===== src/verilog/stepper_settings.svh =====
`ifndef STEPPER_SETTINGS_SVH
`define STEPPER_SETTINGS_SVH

// axes sharing one speed table
`define AXIS_NBR 2

// signed step count and position
`define STEP_W 16

// one table word, a period in slot ticks
`define SPEED_W 16

`define ADDR_W 5
`define TBL_DEPTH (1 << `ADDR_W)

// ring length, >= AXIS_NBR and >= 3 for the two cycle table read
`define SLOT_NBR 8

`endif


===== src/verilog/stepper_pkg.sv =====
`include "stepper_settings.svh"

package stepper_pkg;

	// signed step count or position
	typedef logic signed [`STEP_W-1:0] step_t;

	// period in slot ticks
	typedef logic [`SPEED_W-1:0] speed_t;

	// speed table index
	typedef logic [`ADDR_W-1:0] addr_t;

	// relative move request
	typedef struct packed {
		step_t step;
		addr_t cap;	// highest table index for this move
	} move_cmd_t;

	// per axis status seen by the host
	typedef struct packed {
		logic   busy;
		step_t  position;
		speed_t rt_speed;	// zero when idle
	} axis_status_t;

	// motor driver pins
	typedef struct packed {
		logic pulse;
		logic dir;	// 1 on negative moves
	} drive_t;

endpackage


===== src/verilog/speed_table.sv =====
`timescale 1ns/10ps
`include "stepper_settings.svh"

module speed_table (
	input  logic                clk,
	input  logic                resetn,
	input  logic                i_load,
	input  logic                i_wr,
	input  stepper_pkg::speed_t i_data,
	input  stepper_pkg::addr_t  i_rd_addr,
	output stepper_pkg::speed_t o_rd_data,
	output stepper_pkg::addr_t  o_last_idx
);
	import stepper_pkg::*;

	speed_t mem [0:`TBL_DEPTH-1];
	addr_t  wr_ptr;
	addr_t  addr;
	logic   we;

	assign we = i_load & i_wr;

	// one port, writes win while loading
	assign addr = we ? wr_ptr : i_rd_addr;

	always_ff @(posedge clk) begin
		if (we)
			mem[addr] <= i_data;
		o_rd_data <= mem[addr];	// registered read
	end

	// write pointer restarts each load window
	always_ff @(posedge clk) begin
		if (!resetn) begin
			wr_ptr     <= '0;
			o_last_idx <= '0;
		end else if (!i_load) begin
			wr_ptr <= '0;
		end else if (i_wr) begin
			wr_ptr     <= wr_ptr + 1'b1;
			o_last_idx <= wr_ptr;	// fastest period sits here
		end
	end

endmodule


===== src/verilog/table_arbiter.sv =====
`timescale 1ns/10ps
`include "stepper_settings.svh"

module table_arbiter (
	input  logic                 clk,
	input  logic                 resetn,
	input  logic [`AXIS_NBR-1:0] i_rd_en,
	input  stepper_pkg::addr_t   i_rd_addr [`AXIS_NBR],
	output logic [`AXIS_NBR-1:0] o_tick,
	output stepper_pkg::addr_t   o_addr
);
	import stepper_pkg::*;

	logic [`SLOT_NBR-1:0] ring;
	addr_t                addr_or;

	// one-hot slot ring, bit 0 first after reset
	always_ff @(posedge clk) begin
		if (!resetn)
			ring <= {{(`SLOT_NBR-1){1'b0}}, 1'b1};
		else
			ring <= {ring[`SLOT_NBR-2:0], ring[`SLOT_NBR-1]};
	end

	// slots beyond the axis count stay unused
	assign o_tick = ring[`AXIS_NBR-1:0];

	// only one axis owns the slot, so a plain OR merges the addresses
	always_comb begin
		addr_or = '0;
		for (int n = 0; n < `AXIS_NBR; n++) begin
			if (i_rd_en[n] && ring[n])
				addr_or = addr_or | i_rd_addr[n];
		end
	end

	always_ff @(posedge clk) begin
		o_addr <= addr_or;	// first of two read cycles
	end

endmodule


===== src/verilog/step_timer.sv =====
`timescale 1ns/10ps

module step_timer (
	input  logic                clk,
	input  logic                resetn,
	input  logic                i_tick,
	input  logic                i_load,
	input  stepper_pkg::speed_t i_period,
	input  logic                i_clear,
	output logic                o_expire
);
	import stepper_pkg::*;

	speed_t cnt;
	logic   run;

	always_ff @(posedge clk) begin
		if (!resetn || i_clear) begin
			cnt      <= '0;
			run      <= 1'b0;
			o_expire <= 1'b0;
		end else begin
			o_expire <= 1'b0;
			if (i_load) begin
				cnt <= i_period;
				run <= 1'b1;
			end else if (run && i_tick) begin
				// a period of 0 behaves as 1
				if (cnt <= speed_t'(1)) begin
					cnt      <= '0;
					run      <= 1'b0;
					o_expire <= 1'b1;
				end else begin
					cnt <= cnt - 1'b1;
				end
			end
		end
	end

endmodule


===== src/verilog/motion_fsm.sv =====
`timescale 1ns/10ps
`include "stepper_settings.svh"

module motion_fsm (
	input  logic                      clk,
	input  logic                      resetn,
	input  logic                      i_tick,
	input  logic                      i_start,
	input  logic                      i_stop,
	input  stepper_pkg::move_cmd_t    i_cmd,
	input  stepper_pkg::addr_t        i_last_idx,
	input  stepper_pkg::speed_t       i_rd_data,
	output logic                      o_rd_en,
	output stepper_pkg::addr_t        o_rd_addr,
	output stepper_pkg::axis_status_t o_status,
	output stepper_pkg::drive_t       o_drive
);
	import stepper_pkg::*;

	typedef enum logic [2:0] {
		st_idle,
		st_fetch,
		st_wait,
		st_run,
		st_finish
	} state_t;

	state_t              state;
	addr_t               idx;
	addr_t               cap;
	logic [`STEP_W-1:0]  remain;	// unsigned, holds the full magnitude
	logic [`STEP_W-1:0]  idx_ext;
	logic                stop_req;
	logic [1:0]          tick_d;
	logic                timer_load;
	logic                expire;

	assign idx_ext = {{(`STEP_W-`ADDR_W){1'b0}}, idx};

	// read request goes out in our own slot
	assign o_rd_en   = (state == st_fetch) && i_tick;
	assign o_rd_addr = idx;

	// table data lands two cycles after the slot tick
	assign timer_load = (state == st_wait) && tick_d[1];

	step_timer u_timer (
		.clk      (clk),
		.resetn   (resetn),
		.i_tick   (i_tick),
		.i_load   (timer_load),
		.i_period (i_rd_data),
		.i_clear  (state == st_idle),
		.o_expire (expire)
	);

	always_ff @(posedge clk) begin
		if (!resetn) begin
			state    <= st_idle;
			idx      <= '0;
			cap      <= '0;
			remain   <= '0;
			stop_req <= 1'b0;
			tick_d   <= '0;
			o_status <= '0;
			o_drive  <= '0;
		end else begin
			tick_d <= {tick_d[0], i_tick};

			if (i_stop && o_status.busy)
				stop_req <= 1'b1;

			// pulse lasts one slot period
			if (state == st_run && expire)
				o_drive.pulse <= 1'b1;
			else if (tick_d[0])
				o_drive.pulse <= 1'b0;

			case (state)
				st_idle: begin
					if (i_start) begin
						idx           <= '0;
						cap           <= i_cmd.cap;
						remain        <= $unsigned(i_cmd.step[`STEP_W-1] ?
						                           -i_cmd.step : i_cmd.step);
						stop_req      <= 1'b0;
						o_drive.dir   <= i_cmd.step[`STEP_W-1];
						o_status.busy <= 1'b1;
						// a zero step ends in finish
						state         <= (i_cmd.step == '0) ? st_finish : st_fetch;
					end
				end
				st_fetch: begin
					if (i_tick)
						state <= st_wait;
				end
				st_wait: begin
					if (tick_d[1]) begin
						o_status.rt_speed <= i_rd_data;
						state             <= st_run;
					end
				end
				st_run: begin
					if (expire) begin
						remain <= remain - 1'b1;
						if (o_drive.dir)
							o_status.position <= o_status.position - 1'b1;
						else
							o_status.position <= o_status.position + 1'b1;
						state <= st_finish;
					end
				end
				st_finish: begin
					if (remain == '0 || (stop_req && idx == '0)) begin
						o_status.busy     <= 1'b0;
						o_status.rt_speed <= '0;
						state             <= st_idle;
					end else begin
						// slow down near the end or on stop
						if (remain <= idx_ext || stop_req)
							idx <= idx - 1'b1;
						else if (idx < cap && idx < i_last_idx)
							idx <= idx + 1'b1;
						state <= st_fetch;
					end
				end
				default: state <= st_idle;
			endcase
		end
	end

endmodule


===== src/verilog/stepper_top.sv =====
`timescale 1ns/10ps
`include "stepper_settings.svh"

module stepper_top (
	input  logic                      clk,
	input  logic                      resetn,
	input  logic                      i_tbl_load,
	input  logic                      i_tbl_wr,
	input  stepper_pkg::speed_t       i_tbl_data,
	input  logic [`AXIS_NBR-1:0]      i_start,
	input  logic [`AXIS_NBR-1:0]      i_stop,
	input  stepper_pkg::move_cmd_t    i_cmd [`AXIS_NBR],
	output logic [`ADDR_W:0]          o_tbl_size,
	output stepper_pkg::axis_status_t o_status [`AXIS_NBR],
	output stepper_pkg::drive_t       o_drive [`AXIS_NBR]
);
	import stepper_pkg::*;

	speed_t               rd_data;	// shared by all axes, owner set by slot
	addr_t                rd_addr;
	addr_t                last_idx;
	logic [`AXIS_NBR-1:0] tick;
	logic [`AXIS_NBR-1:0] rd_en;
	addr_t                axis_addr [`AXIS_NBR];

	// depth is 2^ADDR_W
	assign o_tbl_size = {1'b1, {`ADDR_W{1'b0}}};

	speed_table u_table (
		.clk        (clk),
		.resetn     (resetn),
		.i_load     (i_tbl_load),
		.i_wr       (i_tbl_wr),
		.i_data     (i_tbl_data),
		.i_rd_addr  (rd_addr),
		.o_rd_data  (rd_data),
		.o_last_idx (last_idx)
	);

	table_arbiter u_arbiter (
		.clk       (clk),
		.resetn    (resetn),
		.i_rd_en   (rd_en),
		.i_rd_addr (axis_addr),
		.o_tick    (tick),
		.o_addr    (rd_addr)
	);

	for (genvar n = 0; n < `AXIS_NBR; n++) begin : g_axis
		motion_fsm u_axis (
			.clk        (clk),
			.resetn     (resetn),
			.i_tick     (tick[n]),
			.i_start    (i_start[n]),
			.i_stop     (i_stop[n]),
			.i_cmd      (i_cmd[n]),
			.i_last_idx (last_idx),
			.i_rd_data  (rd_data),
			.o_rd_en    (rd_en[n]),
			.o_rd_addr  (axis_addr[n]),
			.o_status   (o_status[n]),
			.o_drive    (o_drive[n])
		);
	end

endmodule


===== config.mk =====
export PLATFORM = sky130hd
export DESIGN_NAME = stepper_top
export DESIGN_NICKNAME = d
export VERILOG_FILES = /design/src/verilog/stepper_pkg.sv /design/src/verilog/speed_table.sv /design/src/verilog/table_arbiter.sv /design/src/verilog/step_timer.sv /design/src/verilog/motion_fsm.sv /design/src/verilog/stepper_top.sv
export VERILOG_INCLUDE_DIRS = /design/src /design/src/verilog
export SDC_FILE = /design/constraint.sdc
export NUM_CORES = 1
export LEC_CHECK = 0
export ABC_AREA = 1
export BUFFER_PORTS_ARGS = -buffer_cell sky130_fd_sc_hd__buf_4
export CORE_ASPECT_RATIO = 1.5
export CORE_MARGIN = 2
export CORE_UTILIZATION = 62
export CTS_CLUSTER_DIAMETER = 50
export DETAILED_ROUTE_END_ITERATION = 10
export PLACE_DENSITY = 0.87
export SLEW_MARGIN = 20
export SYNTH_ARGS = -nofsm -noshare
export SYNTH_HDL_FRONTEND = slang
export SYNTH_SLANG_ARGS = --single-unit

===== constraint.sdc =====
create_clock -name clk -period 4.2 [get_ports clk]
set_input_delay 1.26 -clock clk [delete_from_list [all_inputs] [get_ports clk]]
set_output_delay 1.26 -clock clk [all_outputs]
set_load 0.03 [all_outputs]

# Yosys cells after proc, flatten, opt, wreduce, memory -nomap -nowiden
# Memories as Yosys holds them, arrays and structs flattened. A register that Yosys moved wholly into a read port is not among the register bits.
# Cells that the tools add are included.
[word_totals]
in_bits = 66
mem_count = 1
register_bits = 193
mem_bits_rw = 512
wordCells = 220
[memory_table]
columns = ["name", "words", "word_bits", "read_ports", "rd_clocked_by_memory_dff", "write_ports", "line", "text"]
rows = [
  ["u_table.mem", 32, 16, 1, 1, 1, "speed_table.sv:16", "speed_t mem [0:`TBL_DEPTH-1];"],
]
[classes]
n_eq_ne = 22
n_mux = 75
magnitude_cmp = 8
add_sub_neg = 15
bitwise_logic = 4
reduce_logical = 63
[op_table]
columns = ["operator", "n"]
rows = [
  ["two-way mux 16 bit", 18],
  ["case mux 16 bit (2 select lines)", 4],
  ["subtractor 16 x 1 -> 16 bit (second input constant)", 6],
  ["zero test 16 bit", 4],
  ["two-way mux 5 bit", 11],
  ["adder 16 x 1 -> 16 bit (second input constant)", 2],
  ["less-or-equal comparator 16 x 1 -> 1 bit (second input constant)", 2],
  ["less-or-equal comparator 16 x 5 -> 1 bit", 2],
  ["negator 16 bit", 2],
  ["two-way mux 3 bit", 10],
  ["case mux 3 bit (5 select lines)", 2],
  ["two-way mux 1 bit", 26],
  ["nonzero test 2 bit", 12],
  ["less-than comparator 5 bit", 4],
  ["case mux 5 bit (2 select lines)", 2],
  ["AND reduction 3 bit", 6],
  ["logical AND 1 bit", 16],
  ["inequality test 2 bit (second input constant)", 8],
  ["AND reduction 2 bit", 8],
  ["AND reduction 4 bit", 4],
  ["adder 5 x 1 -> 5 bit (second input constant)", 3],
  ["equality test 3 x 2 -> 1 bit (second input constant)", 4],
  ["zero test 5 bit", 2],
  ["subtractor 5 x 1 -> 5 bit (second input constant)", 2],
  ["other kinds (12)", 27],
]

# Depth between registers and ports, before layout
[depth]
depth_word = 6
mapped_depth = 21
depth_no_buf = 21

# Hierarchy
# Synthesis repeated with hierarchy kept, for this count alone.
[hier_totals]
hier_cells = 4094
hier_area_um2 = 35272.6
[modules_own_cells]
columns = ["module", "cells_per_inst", "seq_area_each_um2", "n_inst", "area_per_inst_um2"]
rows = [
  ["speed_table", 2159, 15895.2, 1, 22516.6],
  ["motion_fsm", 743, 1341.3, 2, 4788.3],
  ["step_timer", 197, 360.3, 2, 1358.8],
  ["table_arbiter", 47, 260.2, 1, 409.1],
  ["stepper_top", 8, 0.0, 1, 52.6],
]

# Worst setup path before layout
# OpenSTA, ideal clock, no wires.
[synth_timing]
path_type = "in2reg"
from = "input i_tbl_load"
to = "memory u_table.mem[4][0] in the netlist's numbering, enable pin"
slack_ns = 0.644
arrival_time_ns = 3.167
setup_time_ns = 0.388
cell_stages = 9
cell_sequence = "nand2_2 > inv_2 > buf_12 > o21ai_4 > inv_4 > nor3_4 > buf_2 > inv_1 > nor2_1"
[synth_between]
elab_chain_len = 3
[synth_lines]
columns = ["item", "line", "text"]
rows = [
  ["start, declared", "stepper_top.sv:7", "input logic i_tbl_load,"],
  ["bitwise AND 1 bit *", "speed_table.sv:21", "assign we = i_load & i_wr;"],
  ["two-way mux 1 bit", "speed_table.sv:27", "if (we)"],
  ["two-way mux 1 bit (not written as such)", "speed_table.sv:28", "mem[addr] <= i_data;"],
  ["end, declared", "speed_table.sv:16", ""],
]
# Mark *: on every way between the ends. The rest lies on a longest branch, timed or not.

# Final worst setup path
[layout_timing]
from = "input i_tbl_wr"
to = "register u_table.o_rd_data[0] (read register of u_table.mem)"
[layout_between]
elab_chain_len = 2
[layout_lines]
columns = ["item", "line", "text"]
rows = [
  ["start, declared", "stepper_top.sv:8", "input logic i_tbl_wr,"],
  ["bitwise AND 1 bit", "speed_table.sv:21", ""],
  ["two-way mux 5 bit", "speed_table.sv:24", "assign addr = we ? wr_ptr : i_rd_addr;"],
  ["end, declared", "speed_table.sv:11", "output stepper_pkg::speed_t o_rd_data,"],
]
# Every way passes these cells.
# A chain may end at the register's enable or synchronous reset.

==> flow_metrics.env <==
export IMPL_first_pass_iters=6
export IMPL_fin_util_pct=70.7
export IMPL_fin_nets=3676
export IMPL_grtUsageTotal_pct=33.1
export IMPL_ios=142
export IMPL_worstReg2RegStart="g_axis[0].u_axis.o_rd_addr[1]"
export IMPL_cts_buffers=68
export IMPL_syn_to_final_growth_pct=13.4
export IMPL_postPlaceCellArea_um2=34100
export IMPL_start_kind="primary input"
export IMPL_synth_area_per_cell_um2=9.52
export IMPL_relSlewSlack_pct=47.0
export IMPL_hold_viol_final=0
export IMPL_netlist_area_um2=32100
export IMPL_grt_max_degree=94
export IMPL_grt_pass1_vias=25346
export IMPL_ys_types=47
export IMPL_cts_num_sinks=717
export IMPL_drc=0
export IMPL_cp_end_kind="flip-flop"
export IMPL_hold_buffers=0
export IMPL_cts_root_buffer="clkbuf_16"
export IMPL_final_area_um2=36400
export IMPL_syn_instance_count=3371
export IMPL_min_path_type="flip-flop to flip-flop"
export IMPL_rsz0062_at_grt="false"
export IMPL_h_tree_depth=3
export IMPL_tightest_slew_ns=0.794
export IMPL_max_vdd_ir_drop_mv=0.437
export IMPL_cts_tree="yes"
export IMPL_fmax_ghz=0.327
export IMPL_dp_hpwl_um=56200
export IMPL_cp_max_fo=56
export IMPL_overflow=0
export IMPL_place_worst_setup_slack_ns=0.607
export IMPL_cp_data_arrival_time_ns=3.62
export IMPL_worstSkewPairLatency_ns=0.63
export IMPL_vias=25765
export IMPL_antenna_found_initial=1
export IMPL_power_total_mw=17.3
export IMPL_synth_seq_cells=717
export IMPL_setup_violations=0
export IMPL_die_x_um=190
export IMPL_period_share_pct=72.9
export IMPL_numPortBuffers=135
export IMPL_clockBufferDepth=3
export IMPL_layout_drive_gt1_share_pct=10.1
export IMPL_dp_cells=4141
export IMPL_cts_repair_resized=0
export IMPL_instances_no_fill=4266
export IMPL_maxCapViolCount=0
export IMPL_gp_congestion=0.948
export IMPL_wl_per_cell_um=20.8
export IMPL_outcome="completed"
export IMPL_fin_worst_skew_ns=0.0334
export IMPL_fin_tns_setup_ns=0
export IMPL_ys_seq_area_share_pct=60.7
export IMPL_viasPerCell=6.04
export IMPL_p_per_area_nw_per_um2=476
export IMPL_min_period_ns=3.06
export IMPL_critical_path_class="primary input to flip-flop"
export IMPL_slew_viol_final=0
export IMPL_startpoint="i_tbl_wr"
export IMPL_hold_start="u_arbiter.ring[4]"
export IMPL_ant_nets=0
export IMPL_drt_iter0_markers=2969
export IMPL_start_util_pct=62.4
export IMPL_grt_pass1_wl_um=136000
export IMPL_rows=102
export IMPL_hold_ws_ns=0.408
export IMPL_postCtsSetupRepairBufs=0
export IMPL_setup_slack_ns=1.14
export IMPL_ys_warnings_count=0
export IMPL_path_clk_slew_ns=0.07
export IMPL_core_um2=51400
export IMPL_wl_um=88700
export IMPL_die_area_um2=53600
export IMPL_worstPathRequired_ns=4.76
export IMPL_p_leak_nw=14.3
export IMPL_die_h_um=283
==> worst max-delay path: stages <==
cell     delay (ns)
buf_4          0.12
nand2_2        0.11
inv_2          0.29
nand2_1        0.17
nand2_4        0.16
inv_2          0.07
nor2_4         0.13
buf_4          0.58
nand2_1        0.14
nand4_1        0.16
nand2_1        0.07
nand2_1        0.10
nor2_1         0.12
nand2_1        0.10
==> power breakdown <==
group          total [mW]  switching (mW)  internal, mW  leakage, nW
registers            8.11           0.290          7.82         6.28
clock network        6.30            2.68          3.62         1.10
logic                2.89            1.96         0.932         6.96
==> area by class of cell <==
class / instances / area (um2)
well taps: 676 / 846
clock inverters: 32 / 380
repair buffers: 219 / 1770
flip-flops and latches: 717 / 19500
clock buffers: 92 / 1890
multi-input cells: 2250 / 11000
inverters: 279 / 1050
diodes: 1 / 2.50
fillers: 3441 / 15000
==> kinds of logic after synthesis <==
kind of cell / after synthesis / share of synthesized area (%)
AOI/OAI and AO/OA: 404 / 6.98
adders and majority gates: 75 / 3.02
other: 2 / 0.0234
DFF: 717 / 60.7
xor gates and xnor gates: 30 / 0.819
and+or+nand+nor: 1735 / 23.2
buffers and inverters: 408 / 5.24
==> sequential cells by signal, indices dropped and copies added (netlist names), 5 cells and up <==
name,cells
g_axis.u_axis.cap,10
g_axis.u_axis.o_rd_addr,10
g_axis.u_axis.o_status,66
g_axis.u_axis.remain,32
g_axis.u_axis.state,6
g_axis.u_axis.u_timer.cnt,32
u_arbiter.o_addr,5
u_arbiter.ring,8
u_table.mem,512
u_table.o_last_idx,5
u_table.o_rd_data,16
u_table.wr_ptr,5
==> layer usage <==
metal,vias to the layer above,GRT usage (%),wire [um]
li1,11841,-,-
met1,11984,36.9,29600
met2,1567,57.5,44600
met3,373,5.69,8010
met4,0,23.7,6550
met5,-,0,0
==> synth_stat cells (all sizes together) <==
cell type | n | area, um2
o221ai | 5 | 43.8
clkbuf | 48 | 181
and2 | 1 | 6.26
or2 | 8 | 50.1
and3 | 1 | 6.26
a21boi | 3 | 22.5
nor3 | 37 | 251
xor2 | 22 | 193
a211oi | 8 | 60.1
nor4 | 6 | 37.5
xnor2 | 8 | 70.1
o22ai | 2 | 12.5
nor2 | 237 | 902
a21oi | 172 | 861
a31oi | 32 | 200
inv | 274 | 1030
ha | 71 | 888
fa | 4 | 80.1
o21bai | 11 | 82.6
buf | 81 | 452
o211ai | 14 | 105
o21a | 5 | 37.5
nand3 | 267 | 1340
clkinv | 5 | 18.8
nand2 | 1014 | 3830
a21o | 6 | 45.0
nand3b | 5 | 37.5
o21ai | 146 | 768
dfxtp | 205 | 4100
nand2b | 2 | 12.5
conb | 2 | 7.51
nand4 | 157 | 982
edfxtp | 512 | 15400
==> path summary, 6_finish.rpt <==
| check | endpoint | slack, ns | cells after the start |
|---|---|---|---|
| max | u_table.o_rd_data[0] | 1.14 | 14 |
| min | u_arbiter.ring[5] | 0.41 | 2 |
| max reg2reg | g_axis[0].u_axis.o_rd_addr[4] | 1.28 | 18 |
| min reg2reg | u_arbiter.ring[5] | 0.41 | 2 |
==> layout by cell type (no fill, tap or decap), drive strengths merged, types with 4 or more instances in the layout <==
cell type  Yosys  layout
nand2       1014    1014
edfxtp       512     512
inv          274     280
nand3        267     267
nor2         237     237
buf           81     219
dfxtp        205     205
a21oi        172     172
nand4        157     157
o21ai        146     146
clkbuf        48      92
ha            71      71
nor3          37      37
a31oi         32      32
xor2          22      22
clkinv         5      22
o211ai        14      14
o21bai        11      11
xnor2          8       8
or2            8       8
a211oi         8       8
bufinv         0       7
a21o           6       6
nor4           6       6
conb           2       6
o21a           5       5
o221ai         5       5
nand3b         5       5
fa             4       4
(Power assumes the default switching activity.)
